$ cat config.mk
export PLATFORM = sky130hd
export DESIGN_NAME = motor_drive
export DESIGN_NICKNAME = d
export VERILOG_FILES = /design/src/logic/motor_pkg.sv /design/src/logic/pwm_timebase.sv /design/src/logic/motor_control.sv /design/src/logic/commutator.sv /design/src/logic/bridge_driver.sv /design/src/logic/motor_drive.sv
export SDC_FILE = /design/constraint.sdc
export NUM_CORES = 1
export LEC_CHECK = 0
export BUFFER_PORTS_ARGS = -buffer_cell sky130_fd_sc_hd__buf_2
export CORE_MARGIN = 10
export CORE_UTILIZATION = 57
export CTS_CLUSTER_DIAMETER = 50
export DETAILED_ROUTE_END_ITERATION = 8
export GPL_TIMING_DRIVEN = 0
export PLACE_DENSITY_LB_ADDON = 0.25
export SLEW_MARGIN = 20
export SYNTH_ARGS = -nofsm -noshare
export SYNTH_HDL_FRONTEND = slang
export SYNTH_SLANG_ARGS = --single-unit
$ cat constraint.sdc
create_clock -name clk -period 2.3 [get_ports clk]
set_input_delay 0.46 -clock clk [delete_from_list [all_inputs] [get_ports clk]]
set_output_delay 0.46 -clock clk [all_outputs]
set_load 0.02 [all_outputs]
$ cat src/logic/motor_pkg.sv
// Motor drive package with shared constants, bridge and decay encodings and the command format
package motor_pkg;

	// Width of the PWM phase counter and of the duty level
	localparam int pwm_bits = 9;

	// One PWM period in clocks, since there is no prescaler ahead of the counter
	localparam int pwm_period = 512;

	// Phase at which a pending command is copied into the active set
	// Two clocks before the wrap, so the new level is in place for phase 0
	localparam int apply_phase = 510;

	// Dead time in clocks, added only to the inverted-side threshold
	// Active-side-only modes (fast drive and fast brake) are unaffected by it
	localparam int dead_time = 10;

	// Depth of the Hall input synchroniser
	localparam int hall_sync_stages = 2;

	// Gate code for one half-bridge
	// The low bit drives the low-side FET and the high bit the high-side FET
	// noff is what off turns into after a bitwise inversion and it also means open
	typedef enum logic [1:0] {
		off  = 2'b00,
		low  = 2'b01,
		high = 2'b10,
		noff = 2'b11
	} bridge_code_t;

	// Current decay behaviour outside the PWM on-time
	typedef enum logic [1:0] {
		// Recirculate through the low sides after the dead time
		slow_decay = 2'b00,
		// Drive the pattern during on-time and leave the bridge open otherwise
		fast_drive = 2'b01,
		// Short the driven windings to ground during on-time
		fast_brake = 2'b10
	} decay_mode_t;

	// Motor command as sent by the CPU
	// Twelve bits with the direction in the MSB
	typedef struct packed {
		logic                direction;
		logic [pwm_bits-1:0] level;
		decay_mode_t         mode;
	} motor_cmd_t;

	// One code for each of the three phases
	// Used both for the commutation pattern and for the registered gate outputs
	typedef struct packed {
		bridge_code_t phase_a;
		bridge_code_t phase_b;
		bridge_code_t phase_c;
	} bridge_set_t;

endpackage

$ cat src/logic/pwm_timebase.sv
// PWM time base with a free-running phase counter and a period strobe for command updates
module pwm_timebase (
	input  logic                           clk,
	input  logic                           rst,
	output logic [motor_pkg::pwm_bits-1:0] phase,
	output logic                           period_start
);

	import motor_pkg::*;

	// Phase counter
	// It wraps at the end of the period, so with a power-of-two period this is a
	// plain binary rollover, but the explicit compare keeps it correct otherwise
	always_ff @(posedge clk) begin
		if (rst) begin
			phase <= '0;
		end else if (phase == pwm_bits'(pwm_period - 1)) begin
			phase <= '0;
		end else begin
			phase <= phase + 1'b1;
		end
	end

	// Period strobe decoded from the registered phase
	// It is high for exactly one clock per period, on the clock whose edge
	// moves the phase from apply_phase to apply_phase + 1
	// Commands loaded on that edge are therefore in place before phase 0
	// Since the counter resets to 0 the strobe is low throughout reset
	// The top level also exports it as an ADC trigger
	assign period_start = (phase == pwm_bits'(apply_phase));

endmodule

$ cat src/logic/motor_control.sv
// Motor command control that buffers one command and applies it once per PWM period
module motor_control (
	input  logic                           clk,
	input  logic                           rst,
	input  logic                           cmd_valid,
	input  motor_pkg::motor_cmd_t          cmd,
	output logic                           cmd_ready,
	input  logic                           period_start,
	input  logic                           hall_fault,
	output logic                           direction,
	output logic [motor_pkg::pwm_bits-1:0] level,
	output motor_pkg::decay_mode_t         mode,
	output logic                           drive_en
);

	import motor_pkg::*;

	// One-deep pending buffer
	logic       pend_valid;
	motor_cmd_t pend_cmd;

	// Command currently driving the bridge
	motor_cmd_t act_cmd;

	// Set once the first command has reached the active register
	logic applied;

	// Handshake and update strobes
	logic cmd_fire;
	logic apply_now;

	// Ready whenever the pending slot is empty
	// A transfer fills the slot so ready drops on the next cycle
	assign cmd_ready = !pend_valid;
	assign cmd_fire  = cmd_valid && cmd_ready;

	// The pending command moves to active only at the period boundary
	// so a level change never cuts a PWM pulse short
	assign apply_now = period_start && pend_valid;

	// Pending flag
	// A transfer and an apply cannot coincide because ready is low whenever
	// the slot is full
	// A transfer on the strobe edge itself waits for the next period
	always_ff @(posedge clk) begin
		if (rst) begin
			pend_valid <= 1'b0;
		end else if (cmd_fire) begin
			pend_valid <= 1'b1;
		end else if (period_start) begin
			pend_valid <= 1'b0;
		end
	end

	// Pending payload, only meaningful while pend_valid is set
	always_ff @(posedge clk) begin
		if (cmd_fire) begin
			pend_cmd <= cmd;
		end
	end

	// Active command
	// After reset the motor is stopped with zero duty and slow decay
	always_ff @(posedge clk) begin
		if (rst) begin
			act_cmd <= '{direction: 1'b0, level: '0, mode: slow_decay};
		end else if (apply_now) begin
			act_cmd <= pend_cmd;
		end
	end

	// The bridge stays open until the CPU has issued at least one command
	always_ff @(posedge clk) begin
		if (rst) begin
			applied <= 1'b0;
		end else if (apply_now) begin
			applied <= 1'b1;
		end
	end

	assign direction = act_cmd.direction;
	assign level     = act_cmd.level;
	assign mode      = act_cmd.mode;

	// Fault blocks the drive for as long as it lasts
	// hall_fault is already registered, so this stays combinational to meet
	// the one-cycle fault-to-output latency
	assign drive_en = applied && !hall_fault;

endmodule

$ cat src/logic/commutator.sv
// Six-step commutator with Hall synchroniser, direction reversal and invalid-code fault
module commutator (
	input  logic                   clk,
	input  logic                   rst,
	input  logic [2:0]             hall,
	input  logic                   direction,
	output motor_pkg::bridge_set_t pattern,
	output logic                   hall_fault
);

	import motor_pkg::*;

	// Synchroniser chain, index 0 samples the pins
	logic [hall_sync_stages-1:0][2:0] hall_sync;

	// Synchronised code and its forward-direction pattern
	logic [2:0]  hall_now;
	bridge_set_t fwd;

	// The chain keeps sampling during reset so the first code after reset is real
	always_ff @(posedge clk) begin
		hall_sync <= {hall_sync[hall_sync_stages-2:0], hall};
	end

	assign hall_now = hall_sync[hall_sync_stages-1];

	// Forward commutation table
	// Each valid state drives one phase high, one low and leaves one open
	always_comb begin
		case (hall_now)
			3'b101:  fwd = '{phase_a: high, phase_b: low,  phase_c: off};
			3'b100:  fwd = '{phase_a: high, phase_b: off,  phase_c: low};
			3'b110:  fwd = '{phase_a: off,  phase_b: high, phase_c: low};
			3'b010:  fwd = '{phase_a: low,  phase_b: high, phase_c: off};
			3'b011:  fwd = '{phase_a: low,  phase_b: off,  phase_c: high};
			3'b001:  fwd = '{phase_a: off,  phase_b: low,  phase_c: high};
			// 000 and 111 cannot occur on a healthy sensor set
			default: fwd = '{phase_a: off,  phase_b: off,  phase_c: off};
		endcase
	end

	// Reverse rotation swaps high and low on every phase
	// Open phases become noff, which the bridge driver treats as open
	assign pattern = direction ? bridge_set_t'(~fwd) : fwd;

	// Fault flag
	// It is loaded from the stage before hall_now, so it changes on the same
	// edge as the decoded pattern
	// A stuck-at fault on one or two sensors can still yield valid codes, the
	// CPU catches that case as a stall
	always_ff @(posedge clk) begin
		if (rst) begin
			hall_fault <= 1'b0;
		end else begin
			hall_fault <= (hall_sync[hall_sync_stages-2] == 3'b000) ||
				(hall_sync[hall_sync_stages-2] == 3'b111);
		end
	end

endmodule

$ cat src/logic/bridge_driver.sv
// Bridge driver applying PWM, dead time and decay mode to the pattern, with registered gates
module bridge_driver (
	input  logic                           clk,
	input  logic                           rst,
	input  logic [motor_pkg::pwm_bits-1:0] phase,
	input  logic [motor_pkg::pwm_bits-1:0] level,
	input  motor_pkg::decay_mode_t         mode,
	input  logic                           drive_en,
	input  motor_pkg::bridge_set_t         pattern,
	output motor_pkg::bridge_set_t         bridge_out
);

	import motor_pkg::*;

	// PWM window flags shared by all three phases
	logic              pwm_active;
	logic              pwm_inverted;
	logic [pwm_bits:0] inv_threshold;

	// Gate codes before the output register
	bridge_set_t gate_next;

	// Gate code for a single half-bridge
	function automatic bridge_code_t half_bridge(
		input bridge_code_t code,
		input logic         act,
		input logic         inv,
		input decay_mode_t  dm
	);
		bridge_code_t clean;
		logic         driven;
		bridge_code_t result;
		// noff only comes from direction reversal and must stay open
		clean  = (code == noff) ? off : code;
		driven = (clean == high) || (clean == low);
		case (dm)
			slow_decay: begin
				if (act) begin
					result = clean;
				end else if (inv && driven) begin
					result = low;
				end else begin
					result = off;
				end
			end
			fast_drive: result = act ? clean : off;
			// Both driven windings go to ground, open phases stay open
			fast_brake: result = (act && driven) ? low : off;
			default:    result = off;
		endcase
		return result;
	endfunction

	// On-time covers phases 0 to level - 1, so level counts on-cycles
	assign pwm_active = (phase < level);

	// The low-side window starts dead_time cycles after the on-time ends
	// One extra bit keeps a high level from wrapping into a short threshold
	assign inv_threshold = {1'b0, level} + (pwm_bits + 1)'(dead_time);
	assign pwm_inverted  = ({1'b0, phase} >= inv_threshold);

	assign gate_next.phase_a = half_bridge(pattern.phase_a, pwm_active, pwm_inverted, mode);
	assign gate_next.phase_b = half_bridge(pattern.phase_b, pwm_active, pwm_inverted, mode);
	assign gate_next.phase_c = half_bridge(pattern.phase_c, pwm_active, pwm_inverted, mode);

	// Output register so the gates never see decode glitches
	// Disabling the drive opens every half-bridge on the next edge
	always_ff @(posedge clk) begin
		if (rst) begin
			bridge_out <= '{phase_a: off, phase_b: off, phase_c: off};
		end else if (!drive_en) begin
			bridge_out <= '{phase_a: off, phase_b: off, phase_c: off};
		end else begin
			bridge_out <= gate_next;
		end
	end

endmodule

$ cat src/logic/motor_drive.sv
// Three-phase BLDC drive top level joining command control, commutation and PWM bridge driver
module motor_drive (
	input  logic                   clk,
	input  logic                   rst,
	input  logic                   cmd_valid,
	input  motor_pkg::motor_cmd_t  cmd,
	output logic                   cmd_ready,
	input  logic [2:0]             hall,
	output motor_pkg::bridge_set_t bridge_out,
	output logic                   fault,
	output logic                   period_start
);

	import motor_pkg::*;

	// PWM phase shared by the control strobe and the comparators
	logic [pwm_bits-1:0] phase;

	// Active command fields
	logic                direction;
	logic [pwm_bits-1:0] level;
	decay_mode_t         mode;
	logic                drive_en;

	// Commutation pattern before PWM gating
	bridge_set_t pattern;

	pwm_timebase u_timebase (
		.clk          (clk),
		.rst          (rst),
		.phase        (phase),
		.period_start (period_start)
	);

	// The registered Hall fault is exported as is and also blocks the drive
	motor_control u_control (
		.clk          (clk),
		.rst          (rst),
		.cmd_valid    (cmd_valid),
		.cmd          (cmd),
		.cmd_ready    (cmd_ready),
		.period_start (period_start),
		.hall_fault   (fault),
		.direction    (direction),
		.level        (level),
		.mode         (mode),
		.drive_en     (drive_en)
	);

	commutator u_commutator (
		.clk        (clk),
		.rst        (rst),
		.hall       (hall),
		.direction  (direction),
		.pattern    (pattern),
		.hall_fault (fault)
	);

	bridge_driver u_bridge (
		.clk        (clk),
		.rst        (rst),
		.phase      (phase),
		.level      (level),
		.mode       (mode),
		.drive_en   (drive_en),
		.pattern    (pattern),
		.bridge_out (bridge_out)
	);

endmodule

# ---- Word level (Yosys, flattened, before mapping)
# Index checks and enable logic that the tools add are counted.
dict set report word_totals {
  ff_bits 48
  in_bits 18
  out_inout_bits 9
  wordCells 83
}
dict set report classes {
  n_addsub 2
  order_cmp 2
  eq_ne 20
  muxes 22
  bitwise 2
  reduce_logical 20
}
# cell n
set ops {}
lappend ops {{$pmux 6 s6} 1}
lappend ops {{$eq 9x9->1 const B} 2}
lappend ops {{$mux 2} 9}
lappend ops {{$pmux 2 s3} 3}
lappend ops {{$eq 2x2->1 const B} 7}
lappend ops {{$eq 3x3->1 const B} 4}
lappend ops {{$add 9x4->10 const B} 1}
lappend ops {{$ge 9x10->1} 1}
lappend ops {{$add 9x1->9 const B} 1}
lappend ops {{$logic_and 1x1->1} 9}
lappend ops {{$lt 9x9->1} 1}
lappend ops {{$eq 2x1->1 const B} 4}
lappend ops {{$mux 1} 8}
lappend ops {{$eq 3x2->1 const B} 2}
lappend ops {{$mux 6} 1}
lappend ops {{$not 6->6} 1}
lappend ops {{$logic_or 1x1->1} 4}
lappend ops {{$reduce_or 2->1} 2}
lappend ops {{$eq 3x1->1 const B} 1}
lappend ops {{$logic_not 3->1} 1}
lappend ops {{$logic_not 1->1} 2}
lappend ops {{$logic_not 2->1} 1}
lappend ops {{$reduce_bool 2->1} 1}
lappend ops {{$not 1->1} 1}

# ---- Depth between registers and ports, before layout
# Gate-level depths: netlist of run 1.
dict set report logic_depth {
  depth_word 12
  depth_mapped 9
  ltp_nobuf 9
}

# ---- Modules after synthesis
# A second synthesis of run 1 with hierarchy kept.
dict set report hier_totals {
  cells_unflattened 240
  area_unflattened_um2 2482.4
}
# mod n_inst cells_per_inst area_per_inst_um2 seq_area_each_um2
set by_module_without_submodules {}
lappend by_module_without_submodules {motor_control 1 76 998.5 640.6}
lappend by_module_without_submodules {bridge_driver 1 97 843.3 120.1}
lappend by_module_without_submodules {pwm_timebase 1 44 389.1 180.2}
lappend by_module_without_submodules {commutator 1 23 251.5 140.1}

# ---- Worst setup path before layout of run 1
# OpenSTA, ideal clock, no wires.
dict set report synth_path {
  path_kind {register to register}
  start {reg u_control.act_cmd, in the netlist u_control.level[1]}
  end {reg u_bridge.bridge_out[0] (netlist name)}
  setup_time_ns 0.124
  arrival_ns 1.924
  t_required_ns 2.176
  slack_ns 0.252
  stages_incl_launch_ff 10
  n_path_buf 0
  synth_period_minus_slack_ns 2.048
  cell_sequence {dfxtp_1 -> ha_1 -> o2111ai_1 -> xnor2_1 -> ha_1 -> a21oi_1 -> o21ai_0 -> a221oi_1 -> o31a_1 -> o32ai_1}
}
dict set report synth_between {
  elab_chain_len 6
  elab_cells_between_ends 10
  classes_between {add/sub: 1; order compare: 2; mux: 5; reduce/logical: 2}
}
# element line_no
set synth_rtl {}
lappend synth_rtl {{from (decl)} motor_control.sv:23} ;# motor_cmd_t act_cmd;
lappend synth_rtl {{from (signal assigned)} motor_control.sv:66} ;# act_cmd <= '{direction: 1'b0, level: '0, mode: slow_decay};
lappend synth_rtl {{from (signal assigned)} motor_control.sv:68} ;# act_cmd <= pend_cmd;
lappend synth_rtl {{$add 9x4->10} bridge_driver.sv:59} ;# assign inv_threshold = {1'b0, level} + (pwm_bits + 1)'(dead_time);
lappend synth_rtl {{$ge 9x10->1} bridge_driver.sv:60} ;# assign pwm_inverted = ({1'b0, phase} >= inv_threshold);
lappend synth_rtl {{$logic_and 1x1->1} bridge_driver.sv:40} ;# end else if (inv && driven) begin
lappend synth_rtl {{$mux 1} bridge_driver.sv:40}
lappend synth_rtl {{$mux 2} bridge_driver.sv:38} ;# if (act) begin
lappend synth_rtl {{$pmux 2 s3 (*)} bridge_driver.sv:36} ;# case (dm)
# Every way passes the cells marked *; elsewhere a longest branch is shown, timed or not.
# A chain may end at the register's enable or synchronous reset.

# ---- Final worst setup path of run 1
dict set report layout_path {
  start {reg u_control.act_cmd, in the netlist u_control.level[4]}
  end {reg u_bridge.bridge_out[4] (netlist name)}
}
dict set report layout_between {
  elab_chain_len 6
  elab_cells_between_ends 10
  classes_between {add/sub: 1; order compare: 2; mux: 5; reduce/logical: 2}
}
# element line_no
set layout_rtl {}
lappend layout_rtl {{$add 9x4->10} bridge_driver.sv:59}
lappend layout_rtl {{$ge 9x10->1} bridge_driver.sv:60}
lappend layout_rtl {{$logic_and 1x1->1} bridge_driver.sv:40}
lappend layout_rtl {{$mux 1} bridge_driver.sv:40}
lappend layout_rtl {{$mux 2} bridge_driver.sv:38}
lappend layout_rtl {{$pmux 2 s3 (*)} bridge_driver.sv:36}
# Marks and branches as above.

==> results of run 1 <==
==> synthesized netlist by cell type, types with 6 or more instances <==
master    instances  area, sq um
nor2_1           25         93.8
edfxtp_1         12          360
inv_1            24         90.1
mux2i_1          12          120
ha_1             27          338
a21oi_1          12         60.1
dfxtp_1          36          721
nand2_1           6         22.5
xnor2_1          11         96.3
o21ai_0           7         35.0
nand3_1           6         30.0
nand2b_1          7         43.8
==> stage by stage <==
stage	hold slack, ps	util, %	cells	TNS (ps)
floorplan	344	-	225	0
global placement	353	63.6	300	-46.2
detailed placement	360	63.6	300	-178
CTS	242	67.4	308	0
global route	237	69.8	309	-402
finish	253	69.8	309	-86.1
==> flip-flops by register name, summed over array words and instances, names as in the netlist <==
register                 flops
u_bridge.bridge_out          6
u_commutator.hall_fault      1
u_commutator.hall_now        3
u_commutator.hall_sync       3
u_control.applied            1
u_control.direction          1
u_control.level              9
u_control.mode               2
u_control.pend_cmd          12
u_control.pend_valid         1
u_timebase.phase             9
==> worst register-to-register path, stage by stage, from the launching register on <==
cell      delay [ps]
dfxtp_4          390
inv_1            110
nor3_4           230
nand3_1          110
xnor2_1          150
ha_1             330
and3_1           220
a221oi_2         290
o31a_1           290
o32ai_2          100
==> placed cells by master (no fill, tap or decap), types with 3 or more instances in the layout <==
master	Yosys	layout
dfxtp_4	0	3
mux2i_1	12	12
nand2b_1	7	7
xnor2_1	11	9
a21oi_1	12	11
o21ai_0	7	5
and3_1	4	4
nor2_1	25	25
nand3_1	6	6
dfxtp_1	36	31
or3_1	3	3
xor2_1	4	4
inv_1	24	24
o32ai_2	0	3
buf_2	0	25
edfxtp_1	12	12
ha_1	27	26
clkbuf_8	2	8
nand2_1	6	6
==> layer usage <==
| layer | wire length [um] | GRT usage [%] |
|---|---|---|
| met1 | 1850 | 13.6 |
| met2 | 2040 | 20.7 |
| met3 | 191 | 3.19 |
| met4 | 65 | 6.85 |
| met5 | 0 | 0 |
==> cells by family after synthesis <==
logic type	Yosys count	share of synthesized area, %
XOR/XNOR	15	5.57
AND/OR/NAND/NOR	63	14.2
multiplexers	12	5.10
buffers and inverters	29	6.26
flip-flops	48	45.9
AO/OA/AOI/OAI	31	8.65
adder cells (fa/ha/maj)	27	14.3
==> what timing repair did <==
action / in CTS / in global routing
buffers inserted: 0 / 1
pin swaps: 0 / 6
hold endpoints to repair: 0 / 0
resized for setup: 7 / 19
endpoints found under the setup margin: 3 / 3
==> area by class of cell <==
cell class / count / area, sq um / area share [%]
flip-flops and latches: 48 / 1090 / 39.2
clock buffers: 6 / 82.6 / 2.96
clock inverters: 2 / 38.8 / 1.39
plain buffers: 5 / 57.6 / 2.06
repair buffers: 26 / 133 / 4.75
well taps: 50 / 62.6 / 2.24
inverters: 24 / 90.1 / 3.22
multi-input cells: 148 / 1230 / 44.2
==> how the worst max path moves through the flow <==
stage,cells after the start,to,slack (ps)
floorplan,9,u_bridge.bridge_out[0],250
global placement,9,u_bridge.bridge_out[0],-20
detailed placement,9,u_bridge.bridge_out[2],-90
CTS,9,u_bridge.bridge_out[4],20
global route,9,u_bridge.bridge_out[4],-140
finish,9,u_bridge.bridge_out[4],-30
==> report_power, final <==
group / switching (mW) / internal (mW) / leakage, nW / total [mW]
Clock: 0.286 / 0.355 / 0.0614 / 0.641
Sequential: 0.0157 / 0.887 / 0.411 / 0.902
Combinational: 0.0513 / 0.0471 / 0.771 / 0.0984
==> reports/qor.yml, run 1 <==
sta:
  fmax_mhz: 429
  fin_crit_ps: 2330
  post-route-period-util_pct: 101
  finClkSkew_ps: 8.58
  hold_viol: 0
  rsz0062_at_grt: "true"
  relSlewSlack_pct: 37.5
  finalWorstSetupSlack_ps: -29.9
  max_slew.worst_pin.slew_ps: 935
  finalMaxSlewViolations: 0
  setup_violations: 3
grt:
  overflow: 0
  grt_pass1_wl_um: 7220
  grt_pass1_vias: 1628
  grt_antenna_before_repair: 0
  grt_usage_pct: 12.2
  grt_max_degree: 16
floorplanning:
  rows: 23
  fp.dieW_um: 84.3
  fp.dieH_um: 84.3
  dieArea_sq_um: 7110
  start_util_pct: 58.9
  core_area_sq_um: 4000
  io_pins: 27
setup_path:
  crit_family: "compound AO/OA/AOI/OAI gates"
  path_buf_inv: 1
  reg2reg_depth: 9
  max_stage_delay_ps: 390
  critPathSlowestCell: "dfxtp_4"
  critPathKind: "flop to flop"
  reg2reg_to: "u_bridge.bridge_out[4]"
  start_kind: "flop"
  arrival_ps: 2530
  required_ps: 2500
  worst-r2r-setup-slack_ps: -30
  end_kind: "flop"
  path_cells: "inv_1, nor3_4, nand3_1, xnor2_1, ha_1, and3_1, a221oi_2, o31a_1, o32ai_2"
  timing.rr.start: "u_control.level[4]"
  setup.worst_path.start: "u_control.level[4]"
  path_max_fanout: 4
placed_design:
  routabilityCongestion: 0.830
  place_hpwl_um: 3060
  dpl_cell_area_sq_um: 2540
  preCtsSetupSlack_ps: -88.8
  io_buffers: 25
clock_network:
  ctsHoldBuffers: 0
  cts_buffer_depth: 2
  cts_tree: "built"
  htreeDepth: 2
  cts_buffers: 5
  cts_sinks: 48
  path_clk_slew_ps: 90
  clockRootBuffer: "clkbuf_8"
  insertion_delay_ps: 310
routing:
  drt_drc_violations_left: 0
  wl_per_cell_um: 13.4
  vias: 1605
  wl_um: 4150
  avgViaCountPerCell: 5.19
  drt_iter0_drc: 103
  drtAntennaViolNets: 0
  firstDrtPassIters: 4
yosys:
  syn-mean-instance-area_sq_um: 10.5
  synthArstFlopShare_pct: 0
  synth-seq-cells: 48
  synth_edf_count: 12
  yosysWarnings: 0
  yosys_most_used_dff: "dfxtp_1"
  syn_nets: 270
  yosysSeqAreaShare_pct: 45.9
  synth_area_sq_um: 2360
  synth_cell_types: 40
  synth_cells: 225
final_layout:
  fillers: 300
  drive_above_1_share_pct: 24.3
  nets: 303
  diodes: 0
  syn2layout_area_growth_pct: 18.5
  final_area_sq_um: 2790
flow_run:
  maxCapViolations: 0
status:
  violations: "negative setup slack"
  outcome: "finished with violations"
pwr:
  power_mw: 1.64
  ir_drop_v: 0.000494
  p_leak_nw: 1.24
  p_per_area_nw_per_um2: 588
min_path:
  hold_class: "primary input to flop"
  hold_start: "hall[1]"
  hold_path_depth: 1
  hold_path_end: "u_commutator.hall_sync[1]"
No activity file was read; power rests on OpenSTA's default activity.
==> run 2: changes to the inputs <==
--- a/config.mk
+++ b/config.mk
@@ -5,14 +5,15 @@
 export SDC_FILE = /design/constraint.sdc
 export NUM_CORES = 1
 export LEC_CHECK = 0
+export ABC_AREA = 1
 export BUFFER_PORTS_ARGS = -buffer_cell sky130_fd_sc_hd__buf_2
 export CORE_MARGIN = 10
-export CORE_UTILIZATION = 57
+export CORE_UTILIZATION = 58
 export CTS_CLUSTER_DIAMETER = 50
 export DETAILED_ROUTE_END_ITERATION = 8
 export GPL_TIMING_DRIVEN = 0
 export PLACE_DENSITY_LB_ADDON = 0.25
-export SLEW_MARGIN = 20
+export SLEW_MARGIN = 10
 export SYNTH_ARGS = -nofsm -noshare
 export SYNTH_HDL_FRONTEND = slang
 export SYNTH_SLANG_ARGS = --single-unit
==> reports/qor.yml, run 2 <==
setup_path:
  setup.worst_path.start: "u_control.level[1]"
  critPathKind: "flop to flop"
  path_max_fanout: 4  # unchanged
  required_ps: 2510  # about the same
  timing.rr.start: "u_control.level[1]"
  arrival_ps: 2260  # -270 ps
  start_kind: "flop"
  end_kind: "flop"
yosys:
  synthTopCellsByArea: "dfxtp_1, edfxtp_1, ha_1"
  synth_area_sq_um: 2380  # +1.1%
  synth_cells: 285  # +27%
  synth-seq-cells: 48  # unchanged
  syn-mean-instance-area_sq_um: 8.36  # -20%
  yosys.area.top_type: "dfxtp_1"
  synthTopCellsByCount: "inv_1, nand2_1, dfxtp_1"
  synth_cell_types: 28  # -30%
  yosys.cell_count.top_type: "inv_1"
  synth.top_cell.area_share_pct: 30.2  # -0.34 points
  synth_edf_count: 12  # unchanged
  yosys_most_used_dff: "dfxtp_1"
  synthArstFlopShare_pct: 0  # unchanged
  syn_nets: 330  # +22%
  yosysSeqAreaShare_pct: 45.4  # -0.51 points
  yosysWarnings: 0  # unchanged
sta:
  setup_violations: 0  # -3
  post-route-period-util_pct: 89.2  # -12 points
  max_slew.worst_pin.slew_ps: 840  # -95.0 ps
  hold_viol: 0  # unchanged
  rsz0062_at_grt: "false"
  holdWs_ps: 244  # -8.68 ps
  fin_crit_ps: 2050  # -278 ps
  relSlewSlack_pct: 43.8  # +6.3 points
  finClkSkew_ps: 7.54  # -1.04 ps
  fmax_mhz: 487  # +14%
  setup_tns_ps: 0  # +86.1 ps
  finalMaxSlewViolations: 0  # unchanged
grt:
  grt_max_degree: 18  # +2
  grt_pass1_vias: 1724  # +5.9%
  overflow: 0  # unchanged
  grt_pass1_wl_um: 7580  # +5.1%
  grt_antenna_before_repair: 0  # unchanged
  grt_usage_pct: 12.9  # +0.67 points
final_layout:
  final_util_pct: 67.4  # -2.5 points
  final_common_cell: "inv_1"
  largest_reg_flops: 12  # unchanged
  largest_register: "u_control.pend_cmd"
  drive_above_1_share_pct: 15.4  # -9.0 points
  fillers: 333  # +11%
  final_cells: 369  # +19%
  nets: 363  # +20%
  diodes: 0  # unchanged
  syn2layout_area_growth_pct: 13.1
  layout_common_cells: "inv_1, nand2_1, dfxtp_1"
floorplanning:
  io_pins: 27  # unchanged
  rows: 23  # unchanged
  fp.dieH_um: 84.1  # -0.24%
  dieArea_sq_um: 7070  # -0.49%
  core_area_sq_um: 4000  # unchanged
  fp.dieW_um: 84.1  # -0.24%
  start_util_pct: 59.6  # +0.66 points
min_path:
  hold_start: "hall[2]"
  hold_class: "primary input to flop"
clock_network:
  cts_resized: 0  # -7
  cts_buffer_depth: 2  # unchanged
  clockRootBuffer: "clkbuf_8"
  ctsHoldBuffers: 0  # unchanged
  cts_buffers: 5  # unchanged
  path_clk_slew_ps: 90  # about the same
  htreeDepth: 2  # unchanged
  cts_sinks: 48  # unchanged
  cts_tree: "built"
  insertion_delay_ps: 310  # about the same
  postCtsSetupRepairBufs: 0  # unchanged
pwr:
  p_per_area_nw_per_um2: 614  # +4.4%
  power_mw: 1.65  # +0.72%
  p_leak_nw: 1.26  # +1.1%
  ir_drop_v: 0.000603  # +22%
routing:
  drt_iter0_drc: 81  # -21%
  wl_um: 4270  # +3.0%
  drt_drc_violations_left: 0  # unchanged
  wl_per_cell_um: 11.6  # -14%
  firstDrtPassIters: 4  # unchanged
  vias: 1811  # +13%
  drtAntennaViolNets: 0  # unchanged
  avgViaCountPerCell: 4.91  # -5.5%
status:
  outcome: "completed"
placed_design:
  post-place-cells: 361  # +20%
  routabilityCongestion: 0.818  # -1.3%
  io_buffers: 26  # +4.0%
  place_hpwl_um: 3400  # +11%
flow_run:
  maxCapViolations: 0  # unchanged
## run 2: changes by cell type after synthesis, sizes merged, moves of 3 or more
cell,before,now
a31oi,0,3
a21oi,12,17
nand2,7,50
clkbuf,3,0
mux2i,12,0
or3,4,0
inv,24,54
nor2,26,33
o21ai,7,21
nand3,6,16
nand2b,7,0
o32ai,3,0
and3,4,0
xnor2,11,0
## run 2: area by class of cell
| type | count | area (sq um) | share of cell area, % |
|---|---|---|---|
| flip-flops and latches | 48 | 1080 | 40.1 |
| plain buffers | 2 | 16.3 | 0.604 |
| clock buffers | 5 | 68.8 | 2.55 |
| inverters | 54 | 203 | 7.52 |
| repair buffers | 26 | 130 | 4.83 |
| well taps | 50 | 62.6 | 2.32 |
| clock inverters | 3 | 50.0 | 1.86 |
| multi-input cells | 181 | 1080 | 40.2 |
## run 2: routing by layer
metal | up-vias | routed length [um] | GRT usage, %
met2 | 35 | 1940 | 21.0
met3 | 5 | 257 | 4.59
li1 | 980 | - | -
met4 | 0 | 65 | 5.33
met1 | 791 | 2010 | 15.0
met5 | - | 0 | 0
## run 2: worst paths after layout
check        slack, ps  cells after the start                   endpoint
max                250                     13     u_bridge.bridge_out[2]
min                240                      1  u_commutator.hall_sync[2]
max reg2reg        250                     13     u_bridge.bridge_out[2]
min reg2reg        370                      0   u_commutator.hall_now[0]
## run 2: metrics by stage
| stage | area, sq um | worst slack, ps |
|---|---|---|
| after floorplan | 2380 | 408 |
| after CTS | 2700 | 239 |
| after global routing | 2700 | 27.5 |
| after global placement | 2580 | 266 |
| after detailed placement | 2580 | 247 |
| final | 2700 | 248 |
## run 2: critical path, cell delays in order (launching register included)
cell	delay, ps
dfxtp_1	350
ha_1	240
o21ai_2	210
xor2_1	180
ha_1	270
a21o_1	180
nor2_1	110
nand2_1	70
nand2_1	50
nand2_1	40
nand2_1	70
nand2_2	60
nand2_1	60
a21oi_1	50
## run 2: where the power goes
| group | internal (mW) | switching, mW |
|---|---|---|
| Combinational | 0.0409 | 0.0643 |
| Sequential | 0.890 | 0.0148 |
| Clock | 0.335 | 0.308 |
## run 2: cells by family after synthesis
| group | after synthesis | synth area share, % |
|---|---|---|
| buffers and inverters | 56 | 9.19 |
| AOI/OAI and AO/OA | 45 | 10.5 |
| xor gates and xnor gates | 6 | 2.20 |
| and+or+nand+nor | 103 | 18.6 |
| DFF | 48 | 45.4 |
| adders and majority gates | 27 | 14.2 |
==> run 3: changes to the inputs <==
--- a/config.mk
+++ b/config.mk
@@ -13,6 +13,7 @@
 export DETAILED_ROUTE_END_ITERATION = 8
 export GPL_TIMING_DRIVEN = 0
 export PLACE_DENSITY_LB_ADDON = 0.25
+export RECOVER_POWER = 100
 export SLEW_MARGIN = 10
 export SYNTH_ARGS = -nofsm -noshare
 export SYNTH_HDL_FRONTEND = slang
==> reports/qor.yml, run 3 (synthesis results as in run 2) <==
status:
  outcome: "completed"
pwr:
  p_leak_nw: 1.22  # -3.2%
  ir_drop_v: 0.000603  # about the same
  p_per_area_nw_per_um2: 622  # +1.3%
clock_network:
  cts_buffers: 5  # unchanged
  cts_resized: 0  # unchanged
  postCtsSetupRepairBufs: 0  # unchanged
  htreeDepth: 2  # unchanged
  ctsHoldBuffers: 0  # unchanged
  clockRootBuffer: "clkbuf_8"
  cts_buffer_depth: 2  # unchanged
  insertion_delay_ps: 310  # about the same
  cts_sinks: 48  # unchanged
  cts_tree: "built"
  path_clk_slew_ps: 90  # about the same
setup_path:
  critPathKind: "flop to flop"
  timing.rr.start: "u_control.level[1]"
  arrival_ps: 2260  # about the same
  crit_top_cell: "nand2_1"
  end_kind: "flop"
  reg2reg_depth: 13  # unchanged
  path_max_fanout: 4  # unchanged
  max_stage_delay_ps: 350  # about the same
  worst-r2r-setup-slack_ps: 250  # about the same
  path_cells: "ha_1, o21ai_2, xor2_1, ha_1, a21o_1, nor2_1, nand2_1, nand2_1, nand2_1, nand2_1, nand2_2, nand2_1, a21oi_1"
  start_kind: "flop"
  reg2reg_to: "u_bridge.bridge_out[2]"
  critPathSlowestCell: "dfxtp_1"
  required_ps: 2510  # about the same
sta:
  fmax_mhz: 488  # about the same
  fin_crit_ps: 2050  # -0.932 ps
  setup_tns_ps: 0  # unchanged
  holdWs_ps: 242  # -2.04 ps
  max_slew.worst_pin.slew_ps: 829  # -11.0 ps
  hold_viol: 0  # unchanged
  post-route-period-util_pct: 89.2  # about the same
  relSlewSlack_pct: 44.5  # +0.73 points
  finClkSkew_ps: 7.67  # +0.125 ps
  setup_violations: 0  # unchanged
  finalMaxSlewViolations: 0  # unchanged
  rsz0062_at_grt: "false"
floorplanning:
  fp.dieH_um: 84.1  # unchanged
  start_util_pct: 59.6  # unchanged
  rows: 23  # unchanged
  fp.dieW_um: 84.1  # unchanged
  core_area_sq_um: 4000  # unchanged
  io_pins: 27  # unchanged
  dieArea_sq_um: 7070  # unchanged
placed_design:
  routabilityCongestion: 0.818  # unchanged
  io_buffers: 26  # unchanged
  place_hpwl_um: 3400  # unchanged
final_layout:
  nets: 363  # unchanged
  final_common_cell: "inv_1"
  layout_common_cells: "inv_1, nand2_1, dfxtp_1"
  final_util_pct: 66.4  # -0.97 points
  fillers: 344  # +3.3%
  diodes: 0  # unchanged
  drive_above_1_share_pct: 9.72  # -5.6 points
  syn2layout_area_growth_pct: 11.4
  largest_reg_flops: 12  # unchanged
  largest_register: "u_control.pend_cmd"
  multi_input_area_sq_um: 1060  # -2.4%
  regArea_sq_um: 1080  # unchanged
routing:
  drtAntennaViolNets: 0  # unchanged
  drt_drc_violations_left: 0  # unchanged
  wl_um: 4280  # +0.23%
  wl_per_cell_um: 11.6  # +0.23%
  avgViaCountPerCell: 4.90  # -0.17%
  vias: 1808  # -0.17%
  drt_iter0_drc: 102  # +26%
  firstDrtPassIters: 4  # unchanged
min_path:
  hold_path_depth: 1  # unchanged
  hold_class: "primary input to flop"
  hold_path_end: "u_commutator.hall_sync[2]"
  hold_start: "hall[2]"
grt:
  overflow: 0  # unchanged
  grt_pass1_vias: 1724  # unchanged
  grt_antenna_before_repair: 0  # unchanged
  grt_max_degree: 18  # unchanged
  grt_usage_pct: 12.9  # unchanged
  grt_pass1_wl_um: 7580  # unchanged
flow_run:
  maxCapViolations: 0  # unchanged
run 3: cell count changes in the layout (fill, tap and decap cells not counted), moves of 2 or more:
cell,delta
inv_1,+2
buf_2,-10
clkbuf_1,+10
nor2_1,+2
inv_2,-3
run 3: area by class of cell:
type | count | share of cell area, %
well taps | 50 | 2.36
repair buffers | 26 | 4.43
clock inverters | 3 | 1.88
plain buffers | 2 | 0.612
clock buffers | 5 | 2.59
multi-input cells | 181 | 39.8
flip-flops and latches | 48 | 40.7
inverters | 54 | 7.63
run 3: worst max path at each step:
stage	start	endpoint	slack (ps)	depth (start not counted)
finish	u_control.level[1]	u_bridge.bridge_out[2]	250	13
global route	u_control.level[1]	u_bridge.bridge_out[2]	30	13
CTS	u_control.level[1]	u_bridge.bridge_out[2]	240	13
detailed placement	u_control.level[1]	u_bridge.bridge_out[2]	250	13
global placement	u_control.level[1]	u_bridge.bridge_out[2]	270	13
floorplan	u_control.level[1]	u_bridge.bridge_out[0]	410	13
run 3: where the power goes:
group / switching, mW / internal [mW]
Clock: 0.310 / 0.335
Combinational: 0.0623 / 0.0388
Sequential: 0.0147 / 0.890
run 3: critical path, delay by kind of cell, from the launching register on:
family / cells / cell delay (ps)
flops: 1 / 350
fa+ha+maj: 2 / 510
simple gates: 7 / 460
compound gates: 3 / 440
xor+xnor: 1 / 180
run 3: metal layers:
layer  vias up  GRT usage, %  wire (um)
li1        978             -          -
met2        33          21.0       1950
met1       792          15.0       2030
met5         -             0          0
met4         0          5.33         67
met3         5          4.59        234
run 3: per-stage QoR:
stage               area [sq um]  total power [mW]  worst slack [ps]  std cells
floorplan                   2380             0.993               408        285
global placement            2580              1.02               266        361
detailed placement          2580              1.03               247        361
CTS                         2700              1.66               239        369
global route                2660              1.72              27.5        369
finish                      2660              1.65               249        369
